File: config.mk
export PLATFORM = sky130hd
export DESIGN_NAME = bus_arbiter
export DESIGN_NICKNAME = d
export VERILOG_FILES = /design/src/bus_pkg.sv /design/src/bus_arbiter.sv
export SDC_FILE = /design/constraint.sdc
export NUM_CORES = 1
export LEC_CHECK = 0
export BUFFER_PORTS_ARGS = -buffer_cell sky130_fd_sc_hd__buf_2
export CORE_AREA = 8 8 116 118
export DETAILED_ROUTE_END_ITERATION = 6
export DIE_AREA = 0 0 124 126
export PLACE_DENSITY_LB_ADDON = 0.2
export SYNTH_ARGS = -nofsm -noshare
export SYNTH_HDL_FRONTEND = slang
export SYNTH_SLANG_ARGS = --single-unit
File: constraint.sdc
create_clock -name clk -period 0.9 [get_ports clk]
set_clock_uncertainty 0.2 [all_clocks]
set_input_delay 0.09 -clock clk [delete_from_list [all_inputs] [get_ports clk]]
set_output_delay 0.09 -clock clk [all_outputs]
set_load 0.005 [all_outputs]
File: src/bus_pkg.sv
// ==============================
// System bus definitions
// Widths and the request/response
// payloads shared by masters and slaves
// ==============================

`default_nettype none

package bus_pkg;

	localparam int W_ADDR = 32;
	localparam int W_DATA = 32;
	localparam int W_BE   = W_DATA / 8;

	// Held by a master until its response strobe
	typedef struct packed {
		logic [W_ADDR-1:0] addr;
		logic              write;
		logic [W_DATA-1:0] wdata;
		logic [W_BE-1:0]   be;    // One bit per byte lane
	} bus_req_t;

	// Carried alongside a one-cycle response strobe
	typedef struct packed {
		logic [W_DATA-1:0] rdata;
		logic              err;
	} bus_rsp_t;

endpackage

`default_nettype wire
File: src/bus_arbiter.sv
// ==============================
// Fixed-priority bus arbiter
// Grants one transfer at a time, fetch
// master first, and steers the response
// back to the owner
// ==============================

`timescale 1ns/1ps
`default_nettype none

module bus_arbiter (
	input  wire                  clk,
	input  wire                  rst_n,

	input  wire bus_pkg::bus_req_t fetch_req,
	input  wire                  fetch_vld,
	output bus_pkg::bus_rsp_t    fetch_rsp,
	output logic                 fetch_rsp_vld,

	input  wire bus_pkg::bus_req_t host_req,
	input  wire                  host_vld,
	output bus_pkg::bus_rsp_t    host_rsp,
	output logic                 host_rsp_vld,

	output bus_pkg::bus_req_t    bus_req,
	output logic                 bus_accept,
	input  wire bus_pkg::bus_rsp_t bus_rsp,
	input  wire                  bus_rsp_vld
);

logic busy;        // Transfer outstanding
logic owner_host;  // Owner of the outstanding transfer

// Lower master wins, same as the display master in the full system
wire grant_fetch = fetch_vld;
wire grant_host  = host_vld && !fetch_vld;

assign bus_accept = !busy && (grant_fetch || grant_host);
assign bus_req    = grant_fetch ? fetch_req : host_req;

always_ff @(posedge clk or negedge rst_n) begin
	if (!rst_n) begin
		busy <= 1'b0;
		owner_host <= 1'b0;
	end else if (bus_accept) begin
		busy <= 1'b1;
		owner_host <= grant_host;
	end else if (bus_rsp_vld) begin
		busy <= 1'b0;   // Free again from the next cycle
	end
end

// Payload goes to both, only the owner sees the strobe
assign fetch_rsp     = bus_rsp;
assign host_rsp      = bus_rsp;
assign fetch_rsp_vld = bus_rsp_vld && !owner_host;
assign host_rsp_vld  = bus_rsp_vld && owner_host;

endmodule

`default_nettype wire

==> metrics.txt <==
die height=126 um; Setup Viol. Count Final=74; FMAX=approximately 0.87 GHz; htree depth=1; Slew HR=91.3%; crit-path max FO=3; IO Count=314; CP startpoint kind=flop; Internal Power=1850 uW; switching pwr=613 uW; Core Box Area=0.0117 mm^2; drt initial violations=23; Top Usage Layer GRT=met2; Setup WS pre-CTS=-0.334 ns; clock root buffer=clkbuf_16; worst hold slack=-0.132 ns; final instance area=0.00326 mm^2; Syn Inst Count=154; Final Slew Violations=0; die area=roughly 0.016 mm^2; crit path launch=owner_host; clk buf depth=2; post-route ant nets=0; Rows=40; PD cells=approximately 760 mW/mm^2; Initial Util=15.1%; Final Wtd Congestion=between 0.7 and 0.8; Setup WS post-layout=-0.245 ns; FF-to-FF setup slack=-0.14 ns; met2 Use GR=~16%; initial antenna violation count=0; Buffers on Ports=around 210; grt ovf=0; sequential power share=about 4.6%; Num CTS Buffers=3; switching share of power=24.8%; Routed WL per cell=16.4 um; Multi-input gate area=0.00109 mm^2; post-synthesis average cell area=around 11 um^2; Worst EP required=between 0.6 and 0.7 ns; met1 Usage GRT=between 7 and 8%; Clock Latency Late Sink=0.22 ns; r2r startpoint=busy; Pre-Repair DR Iteration Count=2; Total GRT Usage=8.05%; status=finished with violations; fillers=between 1k and 1.5k; maxcap violations=0; worst min path class=in2reg; Sink Count=2; routed wire length=7550 um; Worst EP arrival=around 0.85 ns; Nets=between 400 and 500; Clk pin slew, worst setup/hold paths=0.03 ns; Die Wd=124 um; n_diodes=0; HP Start=bus_rsp_vld; Design Power=2470 uW; number of synthesis warnings=0; first-pass GRT wire length=9960 um; via/cell ratio=3.65; synthesized area=0.00177 mm^2; Worst Setup End Kind=output pin; clock share of power=a little over a quarter; FF/Latch Area=between 50 and 60 um^2; vias=1,677; largest incremental delay on the critical path=about 0.37 ns; drc violations=0; Yosys cell types=14; Post-CTS Hold Buffers=1; met3 Usage GRT=3.13%; Post-DP HPWL=6220 um; critical path class=reg2out; Placement Cell Area=roughly 0.0025 mm^2; post-layout util=27.9%; register area share after synthesis=under 10%; vias in the first global route=1,873; Worst path slowest cell=dfrtp_1; worst-margin pin slew=0.129 ns; min Tclk post-route=1.14 ns; synthesis-to-layout area growth=84.4%; Tcrit/Tclk final=127%; CTS tree=done; Final Hold Fails=just under 70; worst-path cell chain=and2_1 -> buf_2; violated checks=negative hold slack, negative setup slack; Synth Register Bits=2; Lkg Pwr=between 0.0015 and 0.002 uW; layout cell share with drive strength beyond 1=a little over nine tenths; VDD IR max=between 0.7 and 0.8 mV; syn nets=330; Comb power frac=68.1%; largest net degree at the start of global routing=10; RSZ-0062 raised after global routing=true
## critical path: cells and delay by family (launching register included)
family / cells / cell delay, ns
buf+inv: 1 / 0.12
flops: 1 / 0.37
simple gates: 1 / 0.14
## worst paths after layout
kind / to / cells after the start
min reg2reg: owner_host / 1
min in group asynchronous: owner_host / 2
max: host_rsp_vld / 2
min: busy / 2
max reg2reg: owner_host / 3
max in group asynchronous: busy / 2
## power by group through the flow
stage               Sequential [uW]  Combinational (uW)  Clock (uW)
floorplan                       116                 866           0
global placement                120                1210           0
detailed placement              118                1220           0
CTS                             115                1690         690
global route                    117                1790         696
finish                          115                1680         673
## synth_stat cells
cell type   n  area share, %
a21oi_1     1           0.28
buf_4      66             28
a2bb2oi_1   1           0.50
buf_12      6            6.8
buf_8       1           0.85
mux2_4     67             57
buf_6       1           0.64
inv_1       1           0.21
nor3_1      1           0.28
nor2_1      2           0.42
dfrtp_1     2            2.8
nor2b_1     2           0.71
and2_1      1           0.35
mux2_2      2            1.3
## through the flow
step	hold WS [ns]	instances	TNS [ns]
6_report	-0.132	460	-13.19
5_1_grt	-0.125	460	-14.50
4_1_cts	-0.139	459	-13.42
3_5_place_dp	-0.318	448	-20.86
3_3_place_gp	-0.319	448	-19.87
2_1_floorplan	-0.406	154	-3.36
## cells by family after synthesis
logic type / after synthesis / synth area share, %
flops: 2 / 2.83
buf+inv: 75 / 36.5
simple gates: 6 / 1.77
compound gates: 2 / 0.778
mux: 69 / 58.1
## routing by layer
metal  wire length (um)  up-vias
li1                   -      785
met2               3810      141
met1               2390      743
met5                  0        -
met4                 23        0
met3               1320        8
## what timing repair did
| item | CTS | global route |
|---|---|---|
| endpoints found under the setup margin | 74 | 74 |
| resized for setup | 88 | 3 |
| cloned | 6 | 1 |
| setup buffers | 1 | 0 |
| pin swaps | 2 | 0 |
| hold endpoints to repair | 69 | 67 |
## registers in the layout, indices dropped and copies added, names as in the netlist
name	cells
owner_host	1
busy	1
## cells in the final DEF (no fill, tap or decap), types with 2 or more instances in the layout
cell type | synthesis | routed
buf_12 | 6 | 4
buf_16 | 0 | 7
buf_2 | 0 | 144
buf_6 | 1 | 70
buf_8 | 1 | 3
clkbuf_16 | 0 | 4
dfrtp_1 | 2 | 2
mux2_4 | 67 | 69
nor2_1 | 2 | 2
## final cells by class
class | instances | share of cell area [%]
clock buffers | 3 | 2.30
flip-flops and latches | 2 | 1.53
multi-input cells | 77 | 33.4
inverters | 1 | 0.115
well taps | 147 | 5.64
repair buffers | 230 | 57.1
Power figures use the tool's default switching activity.
