## src/bus_pkg.sv

```systemverilog
// ==============================
// System bus definitions
// Widths and the request/response
// payloads shared by masters and slaves
// ==============================

`default_nettype none

package bus_pkg;

	localparam int W_ADDR = 32;
	localparam int W_DATA = 32;
	localparam int W_BE   = W_DATA / 8;

	// Held by a master until its response strobe
	typedef struct packed {
		logic [W_ADDR-1:0] addr;
		logic              write;
		logic [W_DATA-1:0] wdata;
		logic [W_BE-1:0]   be;    // One bit per byte lane
	} bus_req_t;

	// Carried alongside a one-cycle response strobe
	typedef struct packed {
		logic [W_DATA-1:0] rdata;
		logic              err;
	} bus_rsp_t;

endpackage

`default_nettype wire
```

## src/scanline_fetch.sv

```systemverilog
// ==============================
// Scanline fetch master
// Reads one line of words in address
// order and streams them as pixel words
// ==============================

`timescale 1ns/1ps
`default_nettype none

module scanline_fetch #(
	parameter int LINE_WORDS = 16
) (
	input  wire                        clk,
	input  wire                        rst_n,
	input  wire                        line_start,
	input  wire [bus_pkg::W_ADDR-1:0]  line_base,

	output bus_pkg::bus_req_t          req,
	output logic                       vld,
	input  wire bus_pkg::bus_rsp_t     rsp,
	input  wire                        rsp_vld,

	output logic [bus_pkg::W_DATA-1:0] pix_data,
	output logic                       pix_vld,
	output logic                       line_done
);

localparam int W_CNT = (LINE_WORDS > 1) ? $clog2(LINE_WORDS) : 1;

typedef enum logic {
	S_IDLE  = 1'b0,
	S_FETCH = 1'b1
} state_t;

state_t state;
logic [W_CNT-1:0] word_cnt;
logic [bus_pkg::W_ADDR-1:0] addr_q;

wire last_word = word_cnt == W_CNT'(LINE_WORDS - 1);

always_ff @(posedge clk or negedge rst_n) begin
	if (!rst_n) begin
		state <= S_IDLE;
		word_cnt <= '0;
		addr_q <= '0;
		pix_vld <= 1'b0;
		line_done <= 1'b0;
	end else begin
		pix_vld <= 1'b0;
		line_done <= 1'b0;
		case (state)
			S_IDLE: if (line_start) begin
				state <= S_FETCH;
				word_cnt <= '0;
				addr_q <= {line_base[bus_pkg::W_ADDR-1:2], 2'b00};   // Force word alignment
			end
			S_FETCH: if (rsp_vld) begin
				pix_vld <= 1'b1;
				addr_q <= addr_q + bus_pkg::W_ADDR'(4);
				word_cnt <= word_cnt + 1'b1;
				if (last_word) begin
					line_done <= 1'b1;
					state <= S_IDLE;
				end
			end
		endcase
	end
end

always_ff @(posedge clk) begin
	if (state == S_FETCH && rsp_vld)
		pix_data <= rsp.rdata;
end

// Read only, one request held per word
assign vld = state == S_FETCH;
assign req = '{addr: addr_q, write: 1'b0, wdata: '0, be: '1};

endmodule

`default_nettype wire

```

## config.mk

```make
export PLATFORM = sky130hd
export DESIGN_NAME = scanline_fetch
export DESIGN_NICKNAME = d
export VERILOG_FILES = /design/src/bus_pkg.sv /design/src/scanline_fetch.sv
export SDC_FILE = /design/constraint.sdc
export NUM_CORES = 1
export LEC_CHECK = 0
export BUFFER_PORTS_ARGS = -buffer_cell sky130_fd_sc_hd__buf_2
export CAP_MARGIN = 20
export CORE_ASPECT_RATIO = 1.5
export CORE_MARGIN = 2
export CORE_UTILIZATION = 50
export CTS_BUF_LIST = sky130_fd_sc_hd__clkbuf_16
export CTS_CLUSTER_DIAMETER = 30
export DETAILED_ROUTE_END_ITERATION = 16
export GPL_TIMING_DRIVEN = 0
export PLACE_DENSITY_LB_ADDON = 0.05
export SYNTH_ARGS = -nofsm -noshare
export SYNTH_HDL_FRONTEND = slang
export SYNTH_SLANG_ARGS = --single-unit
```

## constraint.sdc

```tcl
create_clock -name clk -period 3.4 [get_ports clk]
set_clock_uncertainty 0.15 [all_clocks]
set_input_delay 0.68 -clock clk [delete_from_list [all_inputs] [get_ports clk]]
set_output_delay 0.68 -clock clk [all_outputs]
set_load 0.05 [all_outputs]
```

==> impl_metrics.yaml <==
sta:
  fmaxAchievable_ghz: 0.4186
  fin_hold_ws_ns: 0.3151
  slew_headroom: 0.4129
  tightestPinTransition_ns: 0.8806
  period_share: 0.7026
  fin_crit_ns: 2.389
  rsz0062_at_grt: "false"
  slew_violations: 0
  setup_viol: 0
  hold_violations: 0
  tns_ns: 0
cells_and_area:
  fill_cells: 590
  fin_nets: 589
  fin_util: 0.6781
  layout.cells.non_filler: 623
  drive_gt1_frac: 0.3843
  area_growth_pct: 32.84
  antenna-diode-count: 0
cts:
  cts.clk_slew.worst_paths_ns: 0.05
  htree_levels: 3
  cts_inserted_buffers: 9
  clock_sinks: 69
  cts_setup_buffers: 0
  clockRootBuffer: "clkbuf_16"
  cts_hold_buffers: 0
  cts_resized: 0
  cts_tree: "built"
  cts.path.max_buffers: 2
  clock_latency_ns: 0.33
critical_path:
  slowest_delay_ns: 0.48
  path_max_fanout: 9
  path_class: "flip-flop to flip-flop"
  path_cells: "ha_1 -> and4_1 -> clkbuf_1 -> nand2_1 -> or4_1 -> a31oi_1"
  startpoint_type: "flip-flop"
  cp.required_ns: 3.50
  crit_path_end_kind: "flip-flop"
  crit_arrival_ns: 2.49
  critPathSlowestCell: "or4_1"
pwr:
  p_total_w: 0.004046
  cellPowerDensity_nw_per_um2: 831.1
  power_leakage_nw: 2.209
  ir_drop_mv: 0.4081
place:
  dp_hpwl_um: 7104
  io_buffers: 130
  gp_congestion: 0.8459
  post-place-cells: 607
global_route:
  track_usage: 0.2360
  grt_pass1_wl_um: 14160
  antenna_found_initial: 0
  grt_overflow: 0
  grt_pass1_vias: 3033
  grt_max_degree: 38
floorplanning:
  core_area_um2: 7179
  ios: 173
  die_h_um: 108.9
  rows: 38
  die_w_um: 73.90
  die_area_um2: 8044
  start_util: 0.5105
synth:
  synth_seq_area_share: 0.5149
  synth_seq_cells: 69
  synthXorXnorAreaFrac: 0.02151
  synthFlopType: "dfrtp_1"
  synth-edff-count: 32
  yosysWarnings: 0
  synth_area_um2: 3665
  synth_simple_gate_area_frac: 0.1956
  synth_fa_ha_area_frac: 0.006828
  yosysTopAreaCell: "edfxtp_1"
  synth_top_family_by_area: "simple AND/OR/NAND/NOR gates"
  synth_cell_type_count: 47
  yosys-mux-area-fraction: 0.02458
  synth-async-reset-ratio: 0.5362
  synth_compound_area_frac: 0.1222
  synth_cells: 339
  synth_area_per_cell_um2: 10.81
  synth_area_leaders: "edfxtp_1, dfrtp_1, buf_4"
  synth_top_area_share: 0.2622
detailed_routing:
  drt-initial-drc-count: 124
  first_pass_iters: 4
  drt_wl_total_um: 9446
  wl_per_cell_um: 15.16
  vias: 3300
  drcViolationCount: 0
  via_per_inst: 5.297
  final_antenna_net_count: 0
run:
  drv_cap: 0
run_status:
  run_status: "finished clean"
min_path:
  hold_path.class: "primary input to asynchronous set/reset pin"
report_power, final:
group / switching, W / internal, W
clock: 0.000324 / 0.000481
sequential: 0.000310 / 0.00111
combinational: 0.00130 / 0.000519
total: 0.00194 / 0.00211
placed cells by master (no fill, tap or decap), types with 3 or more instances in the layout:
cell type | synthesis | routed
xor2_1 | 5 | 5
and4_2 | 3 | 3
edfxtp_1 | 32 | 32
conb_1 | 2 | 39
o21ai_0 | 9 | 9
inv_1 | 5 | 8
clkbuf_16 | 0 | 9
a311oi_1 | 5 | 5
buf_4 | 39 | 39
buf_1 | 3 | 3
nand3_1 | 11 | 11
buf_2 | 3 | 133
nor3_1 | 8 | 8
o31ai_1 | 9 | 9
xnor2_1 | 4 | 4
mux2i_1 | 9 | 9
nand4_1 | 13 | 13
a31oi_1 | 11 | 11
nor4_1 | 7 | 7
a211oi_1 | 19 | 19
or3_1 | 3 | 3
and3_1 | 3 | 3
nand2_1 | 20 | 20
or4_1 | 10 | 10
dfrtp_1 | 37 | 37
nor2_1 | 14 | 14
a21oi_1 | 7 | 7
clkbuf_1 | 8 | 8
nor2b_1 | 16 | 16
worst max-delay path, delay by kind of cell (launching register included):
| family | cells | cell delay (ns) |
|---|---|---|
| AOI/OAI and AO/OA | 1 | 0.18 |
| adders and majority gates | 1 | 0.25 |
| buffers and inverters | 1 | 0.29 |
| DFF | 1 | 0.45 |
| and+or+nand+nor | 3 | 0.99 |
cell usage after synthesis (2+ instances only):
cell type  number
edfxtp_1       32
o31ai_1         9
buf_4          39
or3_1           3
nand3_1        11
a311oi_1        5
conb_1          2
nor2b_1        16
nand4_1        13
o21ai_0         9
nand4_2         2
dfrtp_1        37
nor4_1          7
inv_1           5
ha_1            2
buf_2           3
buf_1           3
and3_2          2
nor2_1         14
mux2i_1         9
xnor2_1         4
a31oi_1        11
a211oi_1       19
and4_1          2
and4_2          3
or4_1          10
clkbuf_1        8
and3_1          3
a21oi_1         7
buf_6           2
nand2_1        20
nor3_1          8
xor2_1          5
logic make-up after synthesis:
kind of cell | count (synthesis)
multiplexers | 9
AND/OR/NAND/NOR | 121
flip-flops | 69
adder cells (fa/ha/maj) | 2
buffers and inverters | 62
AO/OA/AOI/OAI | 65
XOR/XNOR | 9
other | 2
layer usage:
metal | GRT usage | part of all wire | vias to the layer above | routed length [um]
met5 | 0 | 0 | - | 0
met4 | 0.1117 | 0.026 | 0 | 247
met3 | 0.06100 | 0.081 | 22 | 764
met2 | 0.4082 | 0.51 | 162 | 4827
met1 | 0.2655 | 0.38 | 1549 | 3605
li1 | - | - | 1567 | -
final timing paths:
path / startpoint / slack (ns) / to / cells after the start
max in group asynchronous: rst_n / 2.22 / addr_q[2] / 1
max: addr_q[3] / 1.01 / addr_q[22] / 6
min in group clk: word_cnt[3] / 0.35 / word_cnt[3] / 1
min: rst_n / 0.32 / addr_q[4] / 1
min reg2reg: word_cnt[3] / 0.35 / word_cnt[3] / 1
max reg2reg: addr_q[3] / 1.01 / addr_q[22] / 6
final cells by class:
type / instances / area (um2) / share of cell area
buffer: 57 / 392.9 / 0.08070
clock buffer: 9 / 225.2 / 0.04626
clock inverter: 7 / 36.28 / 0.007453
inverter: 5 / 18.77 / 0.003855
multi-input combinational: 245 / 1505 / 0.3092
sequential: 69 / 1887 / 0.3876
tap: 100 / 125.1 / 0.02570
timing repair buffer: 131 / 678.2 / 0.1393
sequential cells by signal (all words and copies together) (netlist names):
| register | cells |
|---|---|
| addr_q | 30 |
| line_done | 1 |
| pix_data | 32 |
| pix_vld | 1 |
| vld | 1 |
| word_cnt | 4 |
per-stage QoR:
| step | setup slack [ns] | area [um2] |
|---|---|---|
| floorplan | 1.015 | 3804 |
| global placement | 0.7142 | 4579 |
| detailed placement | 0.8731 | 4607 |
| CTS | 1.046 | 4868 |
| global route | 0.8854 | 4868 |
| finish | 1.011 | 4868 |
Power figures use the tool's default switching activity.
