==> config.mk <==
export PLATFORM = sky130hd
export DESIGN_NAME = bus_decoder
export DESIGN_NICKNAME = d
export VERILOG_FILES = /design/src/bus_pkg.sv /design/src/soc_map_pkg.sv /design/src/bus_decoder.sv
export SDC_FILE = /design/constraint.sdc
export NUM_CORES = 1
export LEC_CHECK = 0
export ABC_CLOCK_PERIOD_IN_PS = 1500
export BUFFER_PORTS_ARGS = -buffer_cell sky130_fd_sc_hd__buf_2
export CORE_AREA = 2 2 67 69
export DETAILED_ROUTE_END_ITERATION = 8
export DIE_AREA = 0 0 69 71
export MAX_ROUTING_LAYER = met4
export PLACE_DENSITY = 0.65
export SLEW_MARGIN = 20
export SYNTH_ARGS = -nofsm -noshare
export SYNTH_HDL_FRONTEND = slang
export SYNTH_SLANG_ARGS = --single-unit
==> constraint.sdc <==
create_clock -name clk -period 1.5 [get_ports clk]
set_clock_uncertainty 0.1 [all_clocks]
set_input_delay 0.225 -clock clk [delete_from_list [all_inputs] [get_ports clk]]
set_output_delay 0.225 -clock clk [all_outputs]
set_load 0.02 [all_outputs]
==> src/bus_pkg.sv <==
// ==============================
// System bus definitions
// Widths and the request/response
// payloads shared by masters and slaves
// ==============================

`default_nettype none

package bus_pkg;

	localparam int W_ADDR = 32;
	localparam int W_DATA = 32;
	localparam int W_BE   = W_DATA / 8;

	// Held by a master until its response strobe
	typedef struct packed {
		logic [W_ADDR-1:0] addr;
		logic              write;
		logic [W_DATA-1:0] wdata;
		logic [W_BE-1:0]   be;    // One bit per byte lane
	} bus_req_t;

	// Carried alongside a one-cycle response strobe
	typedef struct packed {
		logic [W_DATA-1:0] rdata;
		logic              err;
	} bus_rsp_t;

endpackage

`default_nettype wire
==> src/soc_map_pkg.sv <==
// ==============================
// System address map
// Partial decode of slave windows and
// GPIO register offsets
// ==============================

`default_nettype none

package soc_map_pkg;

	// Only bits 20:19 take part in decoding
	localparam logic [bus_pkg::W_ADDR-1:0] SRAM_BASE = 32'h0000_0000;
	localparam logic [bus_pkg::W_ADDR-1:0] SRAM_MASK = 32'h0010_0000;   // Low 1 MiB

	// 32'h0010_0000 window (old second SRAM) is unmapped

	localparam logic [bus_pkg::W_ADDR-1:0] GPIO_BASE = 32'h0018_0000;
	localparam logic [bus_pkg::W_ADDR-1:0] GPIO_MASK = 32'h0018_0000;

	// ==============================
	// GPIO registers, selected by addr[3:2]
	// ==============================
	localparam logic [3:0] GPIO_OUT_OFS = 4'h0;
	localparam logic [3:0] GPIO_OE_OFS  = 4'h4;
	localparam logic [3:0] GPIO_IN_OFS  = 4'h8;   // Read only

endpackage

`default_nettype wire

==> src/bus_decoder.sv <==
// ==============================
// Bus address decoder
// Selects one slave per accepted transfer
// and muxes its response back
// ==============================

`timescale 1ns/1ps
`default_nettype none

module bus_decoder (
	input  wire                    clk,
	input  wire                    rst_n,

	input  wire bus_pkg::bus_req_t bus_req,
	input  wire                    bus_accept,
	output bus_pkg::bus_rsp_t      bus_rsp,
	output logic                   bus_rsp_vld,

	output logic                   sram_sel,
	input  wire bus_pkg::bus_rsp_t sram_rsp,
	input  wire                    sram_rsp_vld,

	output logic                   gpio_sel,
	input  wire bus_pkg::bus_rsp_t gpio_rsp,
	input  wire                    gpio_rsp_vld
);

typedef enum logic [1:0] {
	SLV_SRAM = 2'd0,
	SLV_GPIO = 2'd1,
	SLV_NONE = 2'd2
} slave_t;

slave_t slave_q;   // Slave chosen for the outstanding transfer
logic   err_vld;   // Delayed strobe for unmapped addresses

wire hit_sram = (bus_req.addr & soc_map_pkg::SRAM_MASK) == soc_map_pkg::SRAM_BASE;
wire hit_gpio = (bus_req.addr & soc_map_pkg::GPIO_MASK) == soc_map_pkg::GPIO_BASE;

assign sram_sel = bus_accept && hit_sram;
assign gpio_sel = bus_accept && hit_gpio;

always_ff @(posedge clk or negedge rst_n) begin
	if (!rst_n) begin
		slave_q <= SLV_NONE;
		err_vld <= 1'b0;
	end else begin
		err_vld <= bus_accept && !hit_sram && !hit_gpio;
		if (bus_accept)
			slave_q <= hit_sram ? SLV_SRAM : hit_gpio ? SLV_GPIO : SLV_NONE;
	end
end

// ==============================
// Response mux
// ==============================
always_comb begin
	case (slave_q)
		SLV_SRAM: begin
			bus_rsp = sram_rsp;
			bus_rsp_vld = sram_rsp_vld;
		end
		SLV_GPIO: begin
			bus_rsp = gpio_rsp;
			bus_rsp_vld = gpio_rsp_vld;
		end
		default: begin
			bus_rsp = '{rdata: '0, err: 1'b1};   // Unmapped
			bus_rsp_vld = err_vld;
		end
	endcase
end

endmodule

`default_nettype wire

==> flow_metrics.env <==
export IMPL_hold_ws_ns=0.0903
export IMPL_top_level_ports=176
export IMPL_crit_path_max_incr_delay_ns=0.44
export IMPL_post_cts_buffers=0
export IMPL_top_layer_used="met3"
export IMPL_timing_rr_start="slave_q[1]$_DFFE_PN1P_"
export IMPL_dieArea_um2=4900
export IMPL_setup_violations=34
export IMPL_synthesis_nets=227
export IMPL_max_freq_mhz=616
export IMPL_final_instance_count_excl_fill=249
export IMPL_hold_violations=0
export IMPL_clk_latency_ns=0.21
export IMPL_via_per_inst=4.04
export IMPL_clk_pin_slew_ns=0.03
export IMPL_reg2reg_slack_ns=0.45
export IMPL_core_area_um2=4200
export IMPL_synth_top_cell_area_share=0.488
export IMPL_crit_type="flop to primary output"
export IMPL_hp_class="input port to flop"
export IMPL_violations="negative setup slack"
export IMPL_pre_cts_ws_ns=0.0765
export IMPL_clkSinkCount=3
export IMPL_status="finished, violations left"
export IMPL_rsz0062_at_grt="yes"
export IMPL_vdd_drop_max_uv=508
export IMPL_synth_area_leaders="mux2i_1 (49%), nor2_1 (19%), buf_12 (8.9%)"
export IMPL_start_kind="flop"
export IMPL_rows=24
export IMPL_wl_um=2630
export IMPL_path_cells="buf_12, nor2b_1, a211o_1, buf_2"
export IMPL_hpwl_um=2100
export IMPL_fill_cells=457
export IMPL_power_uw=896
export IMPL_start_util=0.161
export IMPL_ant_nets=0
export IMPL_cts_tree="done"
export IMPL_dp_cells=243
export IMPL_powerDensity_nw_per_um2=650
export IMPL_grt_pass1_wl_um=3910
export IMPL_rr_worst_depth=2
export IMPL_worst_pin_slew_ns=0.159
export IMPL_multi_input_area_um2=520
export IMPL_drt_iter0_drc=11
export IMPL_antenna_found_initial=0
export IMPL_die_y_um=71
export IMPL_maxCapViolations=0
export IMPL_synth_seq_area_share=0.113
export IMPL_port_buffers=108
export IMPL_dr_wl_met3_um=371
export IMPL_grt_max_degree=26
export IMPL_area_growth_syn_to_layout_pct=104
export IMPL_grt_overflow_total=0
export IMPL_setup_ws_ns=-0.124
export IMPL_nets=338
export IMPL_wl_per_cell_um=10.6
export IMPL_worstSetupStartpoint="slave_q[0]$_DFFE_PN0P_"
export IMPL_register_area_um2=77.6
export IMPL_ys_warnings_count=0
export IMPL_gp_congestion=0.725
export IMPL_n_antenna_cell=0
export IMPL_leakage_nw=0.776
export IMPL_via_count=1005
export IMPL_syn_instance_count=87
export IMPL_ys_seq_elements=3
export IMPL_cp_end_kind="primary output"
export IMPL_min_period_over_period=1.08
export IMPL_die_w_um=69
export IMPL_cts_max_path_buffers=2
export IMPL_postLayoutCellArea_um2=1380
export IMPL_path_max_fanout=13
export IMPL_synth_top_cell_by_area="mux2i_1"
export IMPL_slew_viol_final=0
export IMPL_drt_pre_antenna_iters=3
export IMPL_fin_util=0.328
export IMPL_drt_met1_wl_um=969
export IMPL_grt_pass1_vias=940
export IMPL_period_minus_slack_ns=1.62
export IMPL_slew_headroom=0.891
export IMPL_cts_buffers=3
export IMPL_htreeDepth=1
export IMPL_tns_ns=-2.00
export IMPL_cp_required_ns=1.17
export IMPL_track_usage=0.0991
export IMPL_wl_met2_um=1290
export IMPL_critPathSlowestCell="dfrtp_2"
export IMPL_dpl_instance_area_um2=1270
export IMPL_worstReg2RegEnd="slave_q[1]$_DFFE_PN1P_"
export IMPL_drive_above_1_share=0.604
export IMPL_syn_avg_cell_area_um2=7.78
export IMPL_remaining_drc_errors=0
export IMPL_synth_area_um2=677
export IMPL_arrival_ns=1.30
export IMPL_crit_end="bus_rsp[0]"
export IMPL_cts_root_buf="clkbuf_8"
export IMPL_ys_types=16
-- flip-flops by register name (all words and copies together), names as in the netlist --
signal,count
slave_q,2
err_vld,1
-- report_power, final --
part           internal, mW  switching, mW  total, mW
Sequential           0.0889        0.00935     0.0983
Clock                 0.181         0.0504      0.231
Combinational         0.264          0.302      0.566
-- critical path, delay by kind of cell, from the launching register on --
family                 cells  cell delay, ns
buffers and inverters      2            0.34
and+or+nand+nor            1            0.06
DFF                        1            0.44
AOI/OAI and AO/OA          1            0.25
-- worst min path at each step --
stage / slack (ns) / cells after the start / end / start
global route: 0.10 / 2 / slave_q[1]$_DFFE_PN1P_ / bus_req[56]
global placement: -0.08 / 1 / err_vld$_DFF_PN0_ / rst_n
detailed placement: -0.08 / 1 / err_vld$_DFF_PN0_ / rst_n
CTS: 0.09 / 2 / slave_q[1]$_DFFE_PN1P_ / bus_req[56]
finish: 0.09 / 2 / slave_q[1]$_DFFE_PN1P_ / bus_req[56]
floorplan: -0.17 / 0 / err_vld$_DFF_PN0_ / rst_n
-- Yosys cell counts --
cell type,n
buf_2,2
a21o_1,1
dfrtp_1,2
a211o_1,1
o21ai_0,1
inv_1,1
and3_1,1
nand2_1,2
clkbuf_1,2
buf_6,1
nor2_1,34
o2bb2ai_1,1
mux2i_1,33
buf_12,3
dfstp_2,1
nor2b_1,1
-- cells by family (layout without fill, tap and decap cells) --
group,count (synthesis),in the layout,share of synthesized area
simple gates,38,38,0.218
mux,33,33,0.488
buf+inv,9,119,0.137
compound gates,4,4,0.0444
flops,3,3,0.113
-- metal layers --
metal | up-vias | GRT usage
met1 | 413 | 0.0930
met3 | 0 | 0.0442
met5 | - | -
met2 | 80 | 0.187
li1 | 512 | -
met4 | 0 | 0.0196
-- final cells by class --
cell class / instances / share of cell area
timing repair buffer: 114 / 0.483
multi-input combinational: 75 / 0.378
sequential: 3 / 0.0563
tap: 52 / 0.0472
clock buffer: 4 / 0.0327
inverter: 1 / 0.00272
-- cells in the final DEF, fill, tap and decap left out, drive strengths merged --
cell type / instances
clkbuf: 5
nor2b: 1
a211o: 1
dfstp: 1
nor2: 34
and3: 1
o2bb2ai: 1
buf: 112
dfrtp: 2
nand2: 2
inv: 1
dlygate4sd3: 1
o21ai: 1
mux2i: 33
a21o: 1
-- timing repair --
action | in CTS | in global routing
setup endpoints to repair | 27 | 34
gates cloned | 0 | 1
resized for setup | 5 | 2
hold buffers | 1 | 0
hold endpoints to repair | 3 | 0
Note: power is estimated with default switching activity, not from simulation.
