==> config.mk <==
export PLATFORM = sky130hd
export DESIGN_NAME = gpio_regs
export DESIGN_NICKNAME = d
export VERILOG_FILES = /design/src/bus_pkg.sv /design/src/soc_map_pkg.sv /design/src/gpio_regs.sv
export SDC_FILE = /design/constraint.sdc
export NUM_CORES = 1
export LEC_CHECK = 0
export BUFFER_PORTS_ARGS = -buffer_cell sky130_fd_sc_hd__buf_2
export CORE_MARGIN = 2
export CORE_UTILIZATION = 42
export DETAILED_ROUTE_END_ITERATION = 10
export GPL_TIMING_DRIVEN = 0
export PLACE_DENSITY = 0.77
export SYNTH_ARGS = -nofsm -noshare
export SYNTH_HDL_FRONTEND = slang
export SYNTH_SLANG_ARGS = --single-unit
==> constraint.sdc <==
create_clock -name clk -period 1.09 [get_ports clk]
set_input_delay 0.218 -clock clk [delete_from_list [all_inputs] [get_ports clk]]
set_output_delay 0.218 -clock clk [all_outputs]
set_load 0.02 [all_outputs]
==> src/bus_pkg.sv <==
// ==============================
// System bus definitions
// Widths and the request/response
// payloads shared by masters and slaves
// ==============================

`default_nettype none

package bus_pkg;

	localparam int W_ADDR = 32;
	localparam int W_DATA = 32;
	localparam int W_BE   = W_DATA / 8;

	// Held by a master until its response strobe
	typedef struct packed {
		logic [W_ADDR-1:0] addr;
		logic              write;
		logic [W_DATA-1:0] wdata;
		logic [W_BE-1:0]   be;    // One bit per byte lane
	} bus_req_t;

	// Carried alongside a one-cycle response strobe
	typedef struct packed {
		logic [W_DATA-1:0] rdata;
		logic              err;
	} bus_rsp_t;

endpackage

`default_nettype wire
==> src/soc_map_pkg.sv <==
// ==============================
// System address map
// Partial decode of slave windows and
// GPIO register offsets
// ==============================

`default_nettype none

package soc_map_pkg;

	// Only bits 20:19 take part in decoding
	localparam logic [bus_pkg::W_ADDR-1:0] SRAM_BASE = 32'h0000_0000;
	localparam logic [bus_pkg::W_ADDR-1:0] SRAM_MASK = 32'h0010_0000;   // Low 1 MiB

	// 32'h0010_0000 window (old second SRAM) is unmapped

	localparam logic [bus_pkg::W_ADDR-1:0] GPIO_BASE = 32'h0018_0000;
	localparam logic [bus_pkg::W_ADDR-1:0] GPIO_MASK = 32'h0018_0000;

	// ==============================
	// GPIO registers, selected by addr[3:2]
	// ==============================
	localparam logic [3:0] GPIO_OUT_OFS = 4'h0;
	localparam logic [3:0] GPIO_OE_OFS  = 4'h4;
	localparam logic [3:0] GPIO_IN_OFS  = 4'h8;   // Read only

endpackage

`default_nettype wire

==> src/gpio_regs.sv <==
// ==============================
// GPIO register block
// Output and output-enable registers,
// synchronized pad inputs
// ==============================

`timescale 1ns/1ps
`default_nettype none

module gpio_regs #(
	parameter int N_PADS = 11
) (
	input  wire                    clk,
	input  wire                    rst_n,
	input  wire bus_pkg::bus_req_t req,
	input  wire                    sel,
	output bus_pkg::bus_rsp_t      rsp,
	output logic                   rsp_vld,

	output logic [N_PADS-1:0]      padout,
	output logic [N_PADS-1:0]      padoe,
	input  wire  [N_PADS-1:0]      padin
);

logic [N_PADS-1:0] in_meta;
logic [N_PADS-1:0] in_sync;
logic [bus_pkg::W_DATA-1:0] rdata_q;
logic [bus_pkg::W_DATA-1:0] wmask;

wire [1:0] reg_sel = req.addr[3:2];
wire sel_out = reg_sel == soc_map_pkg::GPIO_OUT_OFS[3:2];
wire sel_oe  = reg_sel == soc_map_pkg::GPIO_OE_OFS[3:2];
wire sel_in  = reg_sel == soc_map_pkg::GPIO_IN_OFS[3:2];
wire wen     = sel && req.write;

// Expand byte enables to a bit mask
always_comb begin
	for (int b = 0; b < bus_pkg::W_BE; b++)
		wmask[b*8 +: 8] = {8{req.be[b]}};
end

always_ff @(posedge clk or negedge rst_n) begin
	if (!rst_n) begin
		padout <= '0;
		padoe <= '0;
		in_meta <= '0;
		in_sync <= '0;
		rsp_vld <= 1'b0;
	end else begin
		in_meta <= padin;   // Two-flop synchronizer
		in_sync <= in_meta;
		rsp_vld <= sel;
		if (wen && sel_out)
			padout <= (padout & ~wmask[N_PADS-1:0]) | (req.wdata[N_PADS-1:0] & wmask[N_PADS-1:0]);
		if (wen && sel_oe)
			padoe <= (padoe & ~wmask[N_PADS-1:0]) | (req.wdata[N_PADS-1:0] & wmask[N_PADS-1:0]);
	end
end

// Unused offset reads as zero, never an error
always_ff @(posedge clk) begin
	if (sel) begin
		rdata_q <= '0;
		if (sel_out)
			rdata_q[N_PADS-1:0] <= padout;
		else if (sel_oe)
			rdata_q[N_PADS-1:0] <= padoe;
		else if (sel_in)
			rdata_q[N_PADS-1:0] <= in_sync;
	end
end

assign rsp = '{rdata: rdata_q, err: 1'b0};

endmodule

`default_nettype wire

==> results of run 1 <==
==> layer usage <==
| metal | vias up | GRT usage (%) | share of wire, % |
|---|---|---|---|
| met1 | 676 | 18.59 | 38 |
| met5 | - | 0 | 0 |
| met2 | 39 | 28.84 | 56 |
| met4 | 0 | 6.000 | 1.3 |
| met3 | 5 | 3.199 | 4.6 |
| li1 | 681 | - | - |
==> layout make-up <==
| type | instances | share of cell area, % |
|---|---|---|
| Clock buffer | 8 | 3.231 |
| Tap cell | 70 | 2.827 |
| Multi-Input combinational cell | 86 | 20.11 |
| Timing Repair Buffer | 83 | 20.56 |
| Buffer | 26 | 6.260 |
| Sequential cell | 56 | 47.01 |
==> power groups by stage <==
stage / Sequential [mW] / Clock, mW / Combinational (mW)
2_1_floorplan: 2.92 / 0 / 0.428
3_3_place_gp: 2.62 / 0 / 1.11
3_5_place_dp: 2.64 / 0 / 1.13
4_1_cts: 2.56 / 1.22 / 1.34
5_1_grt: 2.64 / 1.32 / 1.72
6_report: 2.60 / 1.18 / 1.62
==> layout by cell type, fill, tap and decap left out <==
| master | count |
|---|---|
| sky130_fd_sc_hd__mux2i_1 | 10 |
| sky130_fd_sc_hd__dfrtp_1 | 45 |
| sky130_fd_sc_hd__mux2i_2 | 1 |
| sky130_fd_sc_hd__mux2_4 | 1 |
| sky130_fd_sc_hd__o21ai_0 | 9 |
| sky130_fd_sc_hd__nand3_1 | 1 |
| sky130_fd_sc_hd__mux2_2 | 21 |
| sky130_fd_sc_hd__nor3_2 | 1 |
| sky130_fd_sc_hd__buf_4 | 41 |
| sky130_fd_sc_hd__buf_8 | 1 |
| sky130_fd_sc_hd__o21ai_1 | 2 |
| sky130_fd_sc_hd__clkbuf_2 | 1 |
| sky130_fd_sc_hd__nand2_1 | 12 |
| sky130_fd_sc_hd__conb_1 | 22 |
| sky130_fd_sc_hd__edfxtp_1 | 11 |
| sky130_fd_sc_hd__clkbuf_1 | 2 |
| sky130_fd_sc_hd__nand2b_4 | 1 |
| sky130_fd_sc_hd__nor2b_1 | 1 |
| sky130_fd_sc_hd__clkbuf_8 | 7 |
| sky130_fd_sc_hd__buf_6 | 23 |
| sky130_fd_sc_hd__buf_12 | 2 |
| sky130_fd_sc_hd__nor2_2 | 1 |
| sky130_fd_sc_hd__nand2b_1 | 1 |
| sky130_fd_sc_hd__buf_2 | 40 |
| sky130_fd_sc_hd__nor3_4 | 1 |
| sky130_fd_sc_hd__nor2_4 | 1 |
==> cell families after synthesis <==
family	after synthesis	synth area share (%)
flip-flops	56	66.94
AO/OA/AOI/OAI	11	2.530
AND/OR/NAND/NOR	20	5.405
other	1	0.1723
buffers and inverters	26	8.511
multiplexers	33	16.45
==> worst max-delay path by stage <==
stage / start / end / slack [ps] / depth (start not counted)
finish: rdata_q[0] / rsp[1] / 20 / 1
global route: rdata_q[9] / rsp[10] / -30 / 1
CTS: rdata_q[2] / rsp[3] / -4 / 1
detailed placement: sel / flip-flop / -680 / 4
global placement: sel / flip-flop / -670 / 4
floorplan: req[39] / flip-flop / -60 / 3
==> timing repair <==
item	CTS	global route
resized for setup	5	45
setup endpoints to repair	37	35
pin swaps	2	1
setup buffers	15	6
==> impl_summary.md, run 1 <==
Floorplanning
The die covers 0.005772 mm2. The row count is 26. The core region is 0.005042 mm2. The die boundary width is 75.98 um.

The floorplan die height is 75.98 um. For this configuration, the core starts out at a cell density of 43.15%. The top-level I/O count is 139.

Synthesis
Averaged over all synthesized cells, the footprint is 14.80 um2. Synthesis produced 147 cells. Among all flip-flop cells after synthesis, the most frequent one is sky130_fd_sc_hd__dfrtp_1.

The cell type contributing the most total cell area after synthesis is sky130_fd_sc_hd__dfrtp_1. In the synthesized netlist the async set-or-reset flop fraction comes to 80.36%. The number of warning messages in the yosys log is 0. The count of cell types in the netlist is 18. In the synthesized netlist, the cells that appear most often are 45 x sky130_fd_sc_hd__dfrtp_1, 23 x sky130_fd_sc_hd__buf_4, 22 x sky130_fd_sc_hd__mux2_2. In this run, synthesis inferred 11 flip-flops with an integrated enable. The most common cell in the synthesized netlist is sky130_fd_sc_hd__dfrtp_1. After synthesis, the cell types taking the most area are sky130_fd_sc_hd__dfrtp_1 52%, sky130_fd_sc_hd__edfxtp_1 15%, sky130_fd_sc_hd__mux2_2 11%.

The synthesized design devotes to its leading area cell type 51.75% of total area. The sequential-to-total area share from yosys stat is 66.94%. After synthesis the cells add up to 0.002176 mm2. Synthesis inferred 56 register bits.

Final layout
For this run, the number of standard cells in the final layout without fillers is 329. The area added between synthesis and finish is 42.38%. Cells fill 61.44% of the core in the end. In the final layout, the multi-input gates occupy 623.1 um2. The number of fill cells is 408. The total inserted antenna cells is 0.

The share of cells above drive strength 1 is 55.21%. The post-route cell area is 0.003098 mm2. At the end of the flow, the number of nets in the layout was 341. The storage element area is 0.001456 mm2.

Timing
For this run, the top clock speed supported by timing is 931.5 MHz. The worst-case headroom to the max-slew limit is 33.45%. The final worst setup slack is 16.50 ps. The share of the clock period used by the worst path is 98.49%. The tightest hold margin is 19.47 ps. Setup repair after global routing could not meet its margin everywhere. The worst clock skew is 3.042 ps. The max-slew violation count is 0. For the pin with the worst max-slew slack, the measured transition is 998.2 ps. Adding up every negative setup slack in the final design gives 0 ps. Setup violations remaining at the end of the flow were counted as 0. For the finished layout, the period the worst path requires is 1073 ps. The number of hold violations in the final report is 0.

Placement
The global placement routability congestion is 0.6974. The pre-CTS worst setup slack is -676.0 ps. The count of input and output buffers is 62. The estimated wirelength of the detail-placed design is 2938 um.

The post-placement cell area is 0.002666 mm2. After detailed placement, the design holds a cell count of 300.

Clock tree
In this run, post-CTS hold repair placed 0 buffers. After clock tree synthesis, the clock-pin slew on the worst setup and hold paths is 90 ps. The insertion delay of the later-clocked pin in the worst-skew pair is 300 ps. The deepest clock path buffer count is 2. The cell at the root of the clock tree is sky130_fd_sc_hd__clkbuf_8. The clock buffer count from CTS is 5. The H-tree generated during clock tree synthesis spans 2 levels. The number of clock sinks is 56. TritonCTS built the clock tree.

Power and ir drop
The switching share of power is 28.27%. The analysis attributes to net switching a power of 1.527 mW. The cell-internal power is 3.876 mW. After layout, the design draws a total of 5.403 mW.

The logic gate share of total power is 30.0%. The share of total power dissipated in the clock network is 21.9%. In this run, flip-flops and latches consume 48.1% of the power.

In this run the power density over the cells is 1744 mW/mm2. For this design the static power due to leakage is 1.524 nW. The worst-case IR drop observed on VDD is 1.290 mV.

Setup path
STA classifies the critical path startpoint as a flip-flop. Counting both buffers and inverters, the worst setup path holds a total of 1. Measured in cells, the most critical reg-to-reg path has a length of 3.

The critical path in this run is classified as reg -> out. In this run the register-to-register setup slack is 30 ps. The required time at the endpoint of the critical path is 870 ps. Broken down by cell family, the worst path's largest delay share belongs to flip-flops. The worst flop-to-flop path endpoint is rdata_q[10].

The maximum fanout count along the critical path is 1. The critical path goes through buf_2. In this design, the stage delay of the slowest critical-path cell is 390 ps. On the critical path, the stage with the largest delay is an instance of sky130_fd_sc_hd__edfxtp_1. For the worst setup path, the data arrival time is 860 ps. The worst setup path is captured at an output pin.

Routing
Once detail routing completed, the nets flagged for antenna violations numbered 0. Dividing the detail-routed wire length by the instance count gives 13.60 um. The number of vias per cell after detailed routing is 4.258. After detailed routing, the number of remaining DRC violations is 0. The total via count after detailed routing is 1401. In this run, the number of DRC markers left after iteration 0 of detailed routing was 47. The first-pass iteration count of the detailed router is 4. The overall routed net length is 4473 um.

Global route
The first global-routing pass estimated 6941 um of wire. Entering global routing, the biggest net connects 46 pins. The initial antenna violation count is 0. Across every metal layer, demand over resource in global routing totals 15.88%. The remaining global-route overflow is 0. The number of global-route vias before repair is 1418.

Worst hold path
Counting instances, the worst hold path has a depth of 1. The startpoint identified for the worst hold timing path is padin[9]. The min-delay analysis places its worst path in the category in -> reg. The worst hold path terminates at in_meta[9].

Status
The flow ran to the end, and the final reports show no timing, DRC or antenna violations.

Run
Across the run, the number of max-cap violations was 0.
Note: power is estimated with default switching activity, not from simulation.
==> run 2, diff against run 1 <==
CORE_UTILIZATION = 45   (was 42)
PLACE_DENSITY = 0.82   (was 0.77)
SKIP_LAST_GASP = 1   (was not set)
clock period = 1.38 ns   (was 1.09 ns; I/O delays follow)
==> run 2 against run 1 <==
Core utilization is 2.8 points lower. Setup slack better by 110 ps. Wire length decreased by 16%.
==> impl_summary.md, run 2 (same netlist as run 1, synthesis figures left out) <==
Status
The flow ran to the end, and the final reports show no timing, DRC or antenna violations.

Floorplanning
Row generation in the floorplan step produced 25 rows. The top-level I/O count is 139. The floorplan die height is 73.54 um. For this configuration, the core starts out at a cell density of 46.37%.

The die boundary width is 73.54 um. The full die area is 0.005407 mm2. The core region is 0.004692 mm2.

Routing
The overall routed net length is 3754 um. For this block, the via count after detailed routing is 1283. Once detail routing completed, the nets flagged for antenna violations numbered 0.

The number of vias per cell after detailed routing is 4.379. The first-pass iteration count of the detailed router is 4. The number of violations reported at the end of detailed-routing iteration 0 is 39.

For this run, design rule violations remaining after detail routing come to 0. In the final routed layout, each cell accounts on average for 12.81 um.

Power and ir drop
The worst vdd rail ir drop is 0.6501 mV. For this design the static power due to leakage is 1.375 nW. The power per unit of standard cell area is 1394 mW/mm2. Power comes to 3.838 mW.

Clock tree
The insertion delay of the later-clocked pin in the worst-skew pair is 300 ps. The number of gates given a new drive strength after cts is 0. CTS built an H-tree with a depth of 2. TritonCTS built the clock tree. The post-CTS clock slew at the launch and capture registers of the worst setup and hold paths is 90 ps. The cell at the root of the clock tree is sky130_fd_sc_hd__clkbuf_8.

The number of clock sinks is 56. No sink is reached through more buffers than the 2 on the longest clock path. TritonCTS created 5 clock buffers.

Global route
The overall fraction of global-route tracks in use is 14.52%. Entering global routing, the biggest net connects 46 pins. The initial antenna violation count came to 0. The number of global-route vias before repair is 1199. The wire length of the first global-routing pass is 5706 um.

The remaining global-route overflow is 0.

Placement
The count of buffers added on input and output ports is 62. The total placed cells including tap cells is 284. Once placement finished, the instance area stood at 0.002633 mm2. The pre-CTS worst setup slack is -437.8 ps. The HPWL after detailed placement is 2703 um. The congestion estimate from routability-driven global placement came to 0.6830.

Worst hold path
The depth of the worst hold-timing path is 1. The worst hold path belongs to the class in -> reg.

Final layout
In the final layout, flip-flops and latches occupy 0.001456 mm2. The most common cell after layout, fill and taps aside is sky130_fd_sc_hd__buf_2. In the layout the commonest cells are 63 x sky130_fd_sc_hd__buf_2, 45 x sky130_fd_sc_hd__dfrtp_1, 23 x sky130_fd_sc_hd__buf_4, 22 x sky130_fd_sc_hd__mux2_2, 22 x sky130_fd_sc_hd__conb_1. The share of cells above drive strength 1 is 50.21%.

For this run, the share of the core covered by cells in the final layout is 58.67%. The number of antenna diodes in the final layout is 0. The finished layout holds 293 standard cells, fillers aside.

The number of fill cells is 399. The area added between synthesis and finish is 26.51%. The post-route cell area is 0.002753 mm2.

The multi-input combinational cells in the finished layout cover a total of 613.1 um2. The final-stage net count is 321.

Setup path
At the worst endpoint, the arrival time is 1440 ps. STA classifies the critical path endpoint as a flip-flop. The required time at the endpoint of the critical path is 1560 ps. The maximum fanout count along the critical path is 14. The worst flop-to-flop path endpoint is rdata_q[0]. The flop-to-flop setup slack is 500 ps.

The most critical setup path has its startpoint at sel. The number of cells on the worst reg-to-reg path is 2. The worst setup path is of the in -> reg kind. STA classifies the critical path startpoint as a primary input.

Timing
In the post-route analysis, the smallest setup slack over all paths is 123.9 ps. The number of hold violations in the final report is 0. The slew at the pin with the worst max-slew slack is 973.8 ps. After layout, the worst path uses 91.02% of the clock period.

The number of setup violations in the final report is 0. Static timing analysis puts the maximum clock frequency at 796.1 MHz. In this run the tightest slew margin relative to its limit is 35.08%.

For the final database, setup skew stands at 7.502 ps. Counting I/O delays and the setup requirement, the final critical path takes 1256 ps. The max-slew violation count is 0. Setup repair after global routing left no endpoint under its margin.

Run
The max-cap violation count is 0.
-- run 2: changes by cell type in the layout (fill, tap and decap cells not counted), sizes merged --
cell / previous run / this run
buf: 107 / 87
-- run 2: timing repair --
| action | CTS | global route |
|---|---|---|
| setup endpoints to repair | 8 | 0 |
| hold buffers | 0 | 0 |
| buffers inserted | 1 | 0 |
-- run 2: area by class of cell --
cell class	count	share of cell area, %
sequential	56	52.91
timing repair buffer	63	12.00
tap	54	2.455
buffer	26	6.727
clock buffer	8	3.636
multi-input combinational	86	22.27
-- run 2: critical path: stages --
cell	delay, ps
sky130_fd_sc_hd__buf_2	280
sky130_fd_sc_hd__nand3_1	200
sky130_fd_sc_hd__nor2_1	300
sky130_fd_sc_hd__mux2_2	370
-- run 2: routing by layer --
| metal | vias to the layer above | part of all wire [%] | GRT usage [%] |
|---|---|---|---|
| met5 | - | 0 | 0 |
| li1 | 642 | - | - |
| met3 | 5 | 5.5 | 3.429 |
| met2 | 44 | 51 | 23.81 |
| met1 | 592 | 42 | 18.46 |
| met4 | 0 | 1.4 | 6.061 |
-- run 2: power by group --
part	internal (mW)	switching (mW)	total, mW
Clock	0.459	0.468	0.927
Combinational	0.361	0.509	0.870
Sequential	1.92	0.123	2.04
-- run 2: how the worst min path moves through the flow --
stage                     slack, ps       start                    endpoint
after floorplan                 -20       rst_n  asynchronous set/reset pin
final                            80    padin[6]                  in_meta[6]
after global routing             60    padin[4]                  in_meta[4]
after detailed placement        330  in_meta[2]                  in_sync[2]
after global placement          330  in_meta[1]                  in_sync[1]
after CTS                        70    padin[7]                  in_meta[7]
-- run 2: stage by stage --
| step | hold slack, ps | TNS, ps |
|---|---|---|
| after CTS | 69.60 | 0 |
| after floorplan | -19.59 | 0 |
| after global placement | 333.8 | -5540 |
| final | 81.35 | 0 |
| after detailed placement | 334.7 | -6223 |
| after global routing | 59.35 | 0 |
==> run 3, diff against run 2 <==
PLACE_DENSITY = 0.86   (was 0.82)
==> run 3 against run 2 <==
Register-to-register slack worse by 20 ps. Global-route usage up 0.97 points. Non-clock buffer count unchanged. Cell count unchanged. Largest power group unchanged.
==> impl_summary.md, run 3 (same netlist as run 1, synthesis figures left out) <==
Timing
The share of the clock period used by the worst path is 92.12%. The tightest hold margin is 64.90 ps. The worst clock skew is 10.70 ps. The final worst setup slack is 108.7 ps. The max-slew violation count is 0. The achievable frequency is 786.6 MHz. The setup total negative slack is 0 ps.

The worst path needs 1271 ps of the cycle, external delays included. Measured against its own limit, the worst slew margin works out to 35.58%. The slew at the pin with the worst max-slew slack is 966.2 ps.

The number of setup violations in the final report is 0. The number of hold violations in the final report is 0. Setup repair after global routing left no endpoint under its margin.

Final layout
The filler-free cell count of the finished design is 293. Relative to the synthesized area, the layout overhead comes to 27.20%. The most common cell after layout, fill and taps aside is sky130_fd_sc_hd__buf_2. The share of cells above drive strength 1 is 50.63%. For this run, the post-layout net count is 321. Leaving out fill and tap cells, the most frequent cells in the layout are 63 x sky130_fd_sc_hd__buf_2, 45 x sky130_fd_sc_hd__dfrtp_1, 23 x sky130_fd_sc_hd__buf_4, 22 x sky130_fd_sc_hd__mux2_2, 22 x sky130_fd_sc_hd__conb_1. The number of antenna diodes in the final layout is 0.

Floorplanning
Measured along the x axis, the die boundary spans 73.54 um. The floorplan die height is 73.54 um. The starting density of the core is 46.37%. After floorplanning, the core was divided into 25 placement rows.

The core region is 0.004692 mm2. The top-level I/O count is 139. The full die area is 0.005407 mm2.

Placement
Routability-driven placement finished with a final weighted congestion of 0.6795. The pre-CTS worst setup slack is -473.6 ps. The number of placed instances, taps included, is 284. The estimated wirelength of the detail-placed design is 2942 um. In this run the tool buffered the top-level ports with 62 buffer cells.

Power and ir drop
The worst vdd rail ir drop is 0.7252 mV. Per report_power, the sequential group accounts for 51.2% of the total. In this run the power density over the cells is 1444 mW/mm2.

After layout, the design draws a total of 3.995 mW. The analysis attributes to net switching a power of 1.169 mW. The internal power of the cells totals 2.826 mW.

The logic gate share of total power is 21.9%. The clock network burns 27.0% of the power. Of the total power, the share spent switching nets is 29.26%. The analysis attributes to cell leakage a power of 1.378 nW.

Worst hold path
In this run the worst hold path is classified as in -> reg.

Global route
The wire length of the first global-routing pass is 5982 um. For this run, the total global-route usage over all layers was measured as 15.49%. The initial antenna violation count is 0.

The remaining global-route overflow is 0. Entering global routing, the biggest net connects 46 pins. The number of global-route vias before repair is 1252.

Clock tree
The cell at the root of the clock tree is sky130_fd_sc_hd__clkbuf_8. The post-CTS clock slew at the launch and capture registers of the worst setup and hold paths is 100 ps. The clock net in this run drives a total of 56 sinks.

The number of gates given a new drive strength after cts is 0. Clock latency on the worst-skew pair, taken at its later pin, is 310 ps. The clock buffer count from CTS is 5. The number of levels in the clock H-tree is 2. In this run the deepest clock path goes through 2 buffers. For this design, the CTS-stage hold fixing added 0 buffers. TritonCTS built the clock tree.

Routing
In the routed design, unresolved DRC markers number 0. In the final routed layout, each cell accounts on average for 14.01 um. The remaining antenna violation count after routing is 0. After detailed routing, the total wire length is 4104 um. The first-pass iteration count of the detailed router is 4. The number of violations reported at the end of detailed-routing iteration 0 is 51. After detailed routing, the number of vias per cell comes to 4.464.

For this block, the via count after detailed routing is 1308.

Setup path
The required time at the endpoint of the critical path is 1580 ps. The capturing element type of the critical path is a flip-flop. Of all nets on the critical path, the largest fanout is 14. The number of buffers and inverters on the critical path is 1.

The worst setup path is of the in -> reg kind. The startpoint class of the critical path is a primary input. For the worst setup path, the data arrival time is 1470 ps. The cell with the biggest individual delay on the critical path is sky130_fd_sc_hd__mux2_2. For this run, the slowest stage of the critical path takes 380 ps. Walking the worst path, the cells encountered are buf_2, nand3_1, nor2_1, mux2_2. The cell family contributing the most delay on the critical path is simple AND/OR/NAND/NOR gates.

Status
The flow ran to the end, and the final reports show no timing, DRC or antenna violations.

Run
Max-cap violations in this run came to 0.
==> run 3: changes by cell type in the layout (fill, tap and decap cells not counted) <==
| cell | before | now |
|---|---|---|
| sky130_fd_sc_hd__inv_6 | 0 | 1 |
| sky130_fd_sc_hd__bufinv_16 | 0 | 1 |
| sky130_fd_sc_hd__clkbuf_1 | 3 | 2 |
| sky130_fd_sc_hd__clkinvlp_4 | 0 | 1 |
| sky130_fd_sc_hd__clkbuf_8 | 7 | 5 |
==> run 3: cell type report <==
cell class                      count  area, um2
Sequential cell                    56       1456
Fill cell                         390       1924
Clock buffer                        5      68.82
Buffer                             26      185.2
Timing Repair Buffer               63      330.3
Clock inverter                      3      46.29
Multi-Input combinational cell     86      613.1
Tap cell                           54      67.56
==> run 3: final timing paths <==
check,startpoint,slack (ps),to,cells after the start
max,sel,110,flip-flop,4
min,padin[4],60,in_meta[4],1
max reg2reg,flip-flop,480,rdata_q[6],2
min reg2reg,in_meta[1],350,in_sync[1],0
max in group asynchronous,rst_n,660,asynchronous set/reset pin,1
min in group asynchronous,rst_n,110,asynchronous set/reset pin,1
==> run 3: what timing repair did <==
| action | CTS | global route |
|---|---|---|
| hold endpoints to repair | 0 | 0 |
| buffers inserted | 1 | 0 |
| endpoints found under the setup margin | 8 | 0 |
==> run 3: layer usage <==
| metal | share of wire (%) | up-vias | wire length, um | track usage, % |
|---|---|---|---|---|
| met5 | 0 | - | 0 | 0 |
| met4 | 0.76 | 0 | 31 | 4.242 |
| met3 | 4.9 | 4 | 203 | 5.350 |
| met2 | 50 | 44 | 2070 | 25.60 |
| met1 | 44 | 626 | 1798 | 19.42 |
| li1 | - | 634 | - | - |
==> run 3: metrics by stage <==
stage                     area, um2  utilization (%)
after CTS                      2768            58.99
final                          2768            58.99
after global placement         2633            56.11
after global routing           2768            58.99
after floorplan                2255                -
after detailed placement       2633            56.11
==> run 3: power by group through the flow <==
| stage | Clock [mW] | Combinational, mW | Sequential, mW |
|---|---|---|---|
| global placement | 0 | 0.865 | 2.07 |
| floorplan | 0 | 0.332 | 2.30 |
| CTS | 1.11 | 0.887 | 2.05 |
| detailed placement | 0 | 0.885 | 2.08 |
| global route | 1.16 | 0.948 | 2.08 |
| finish | 1.08 | 0.875 | 2.04 |
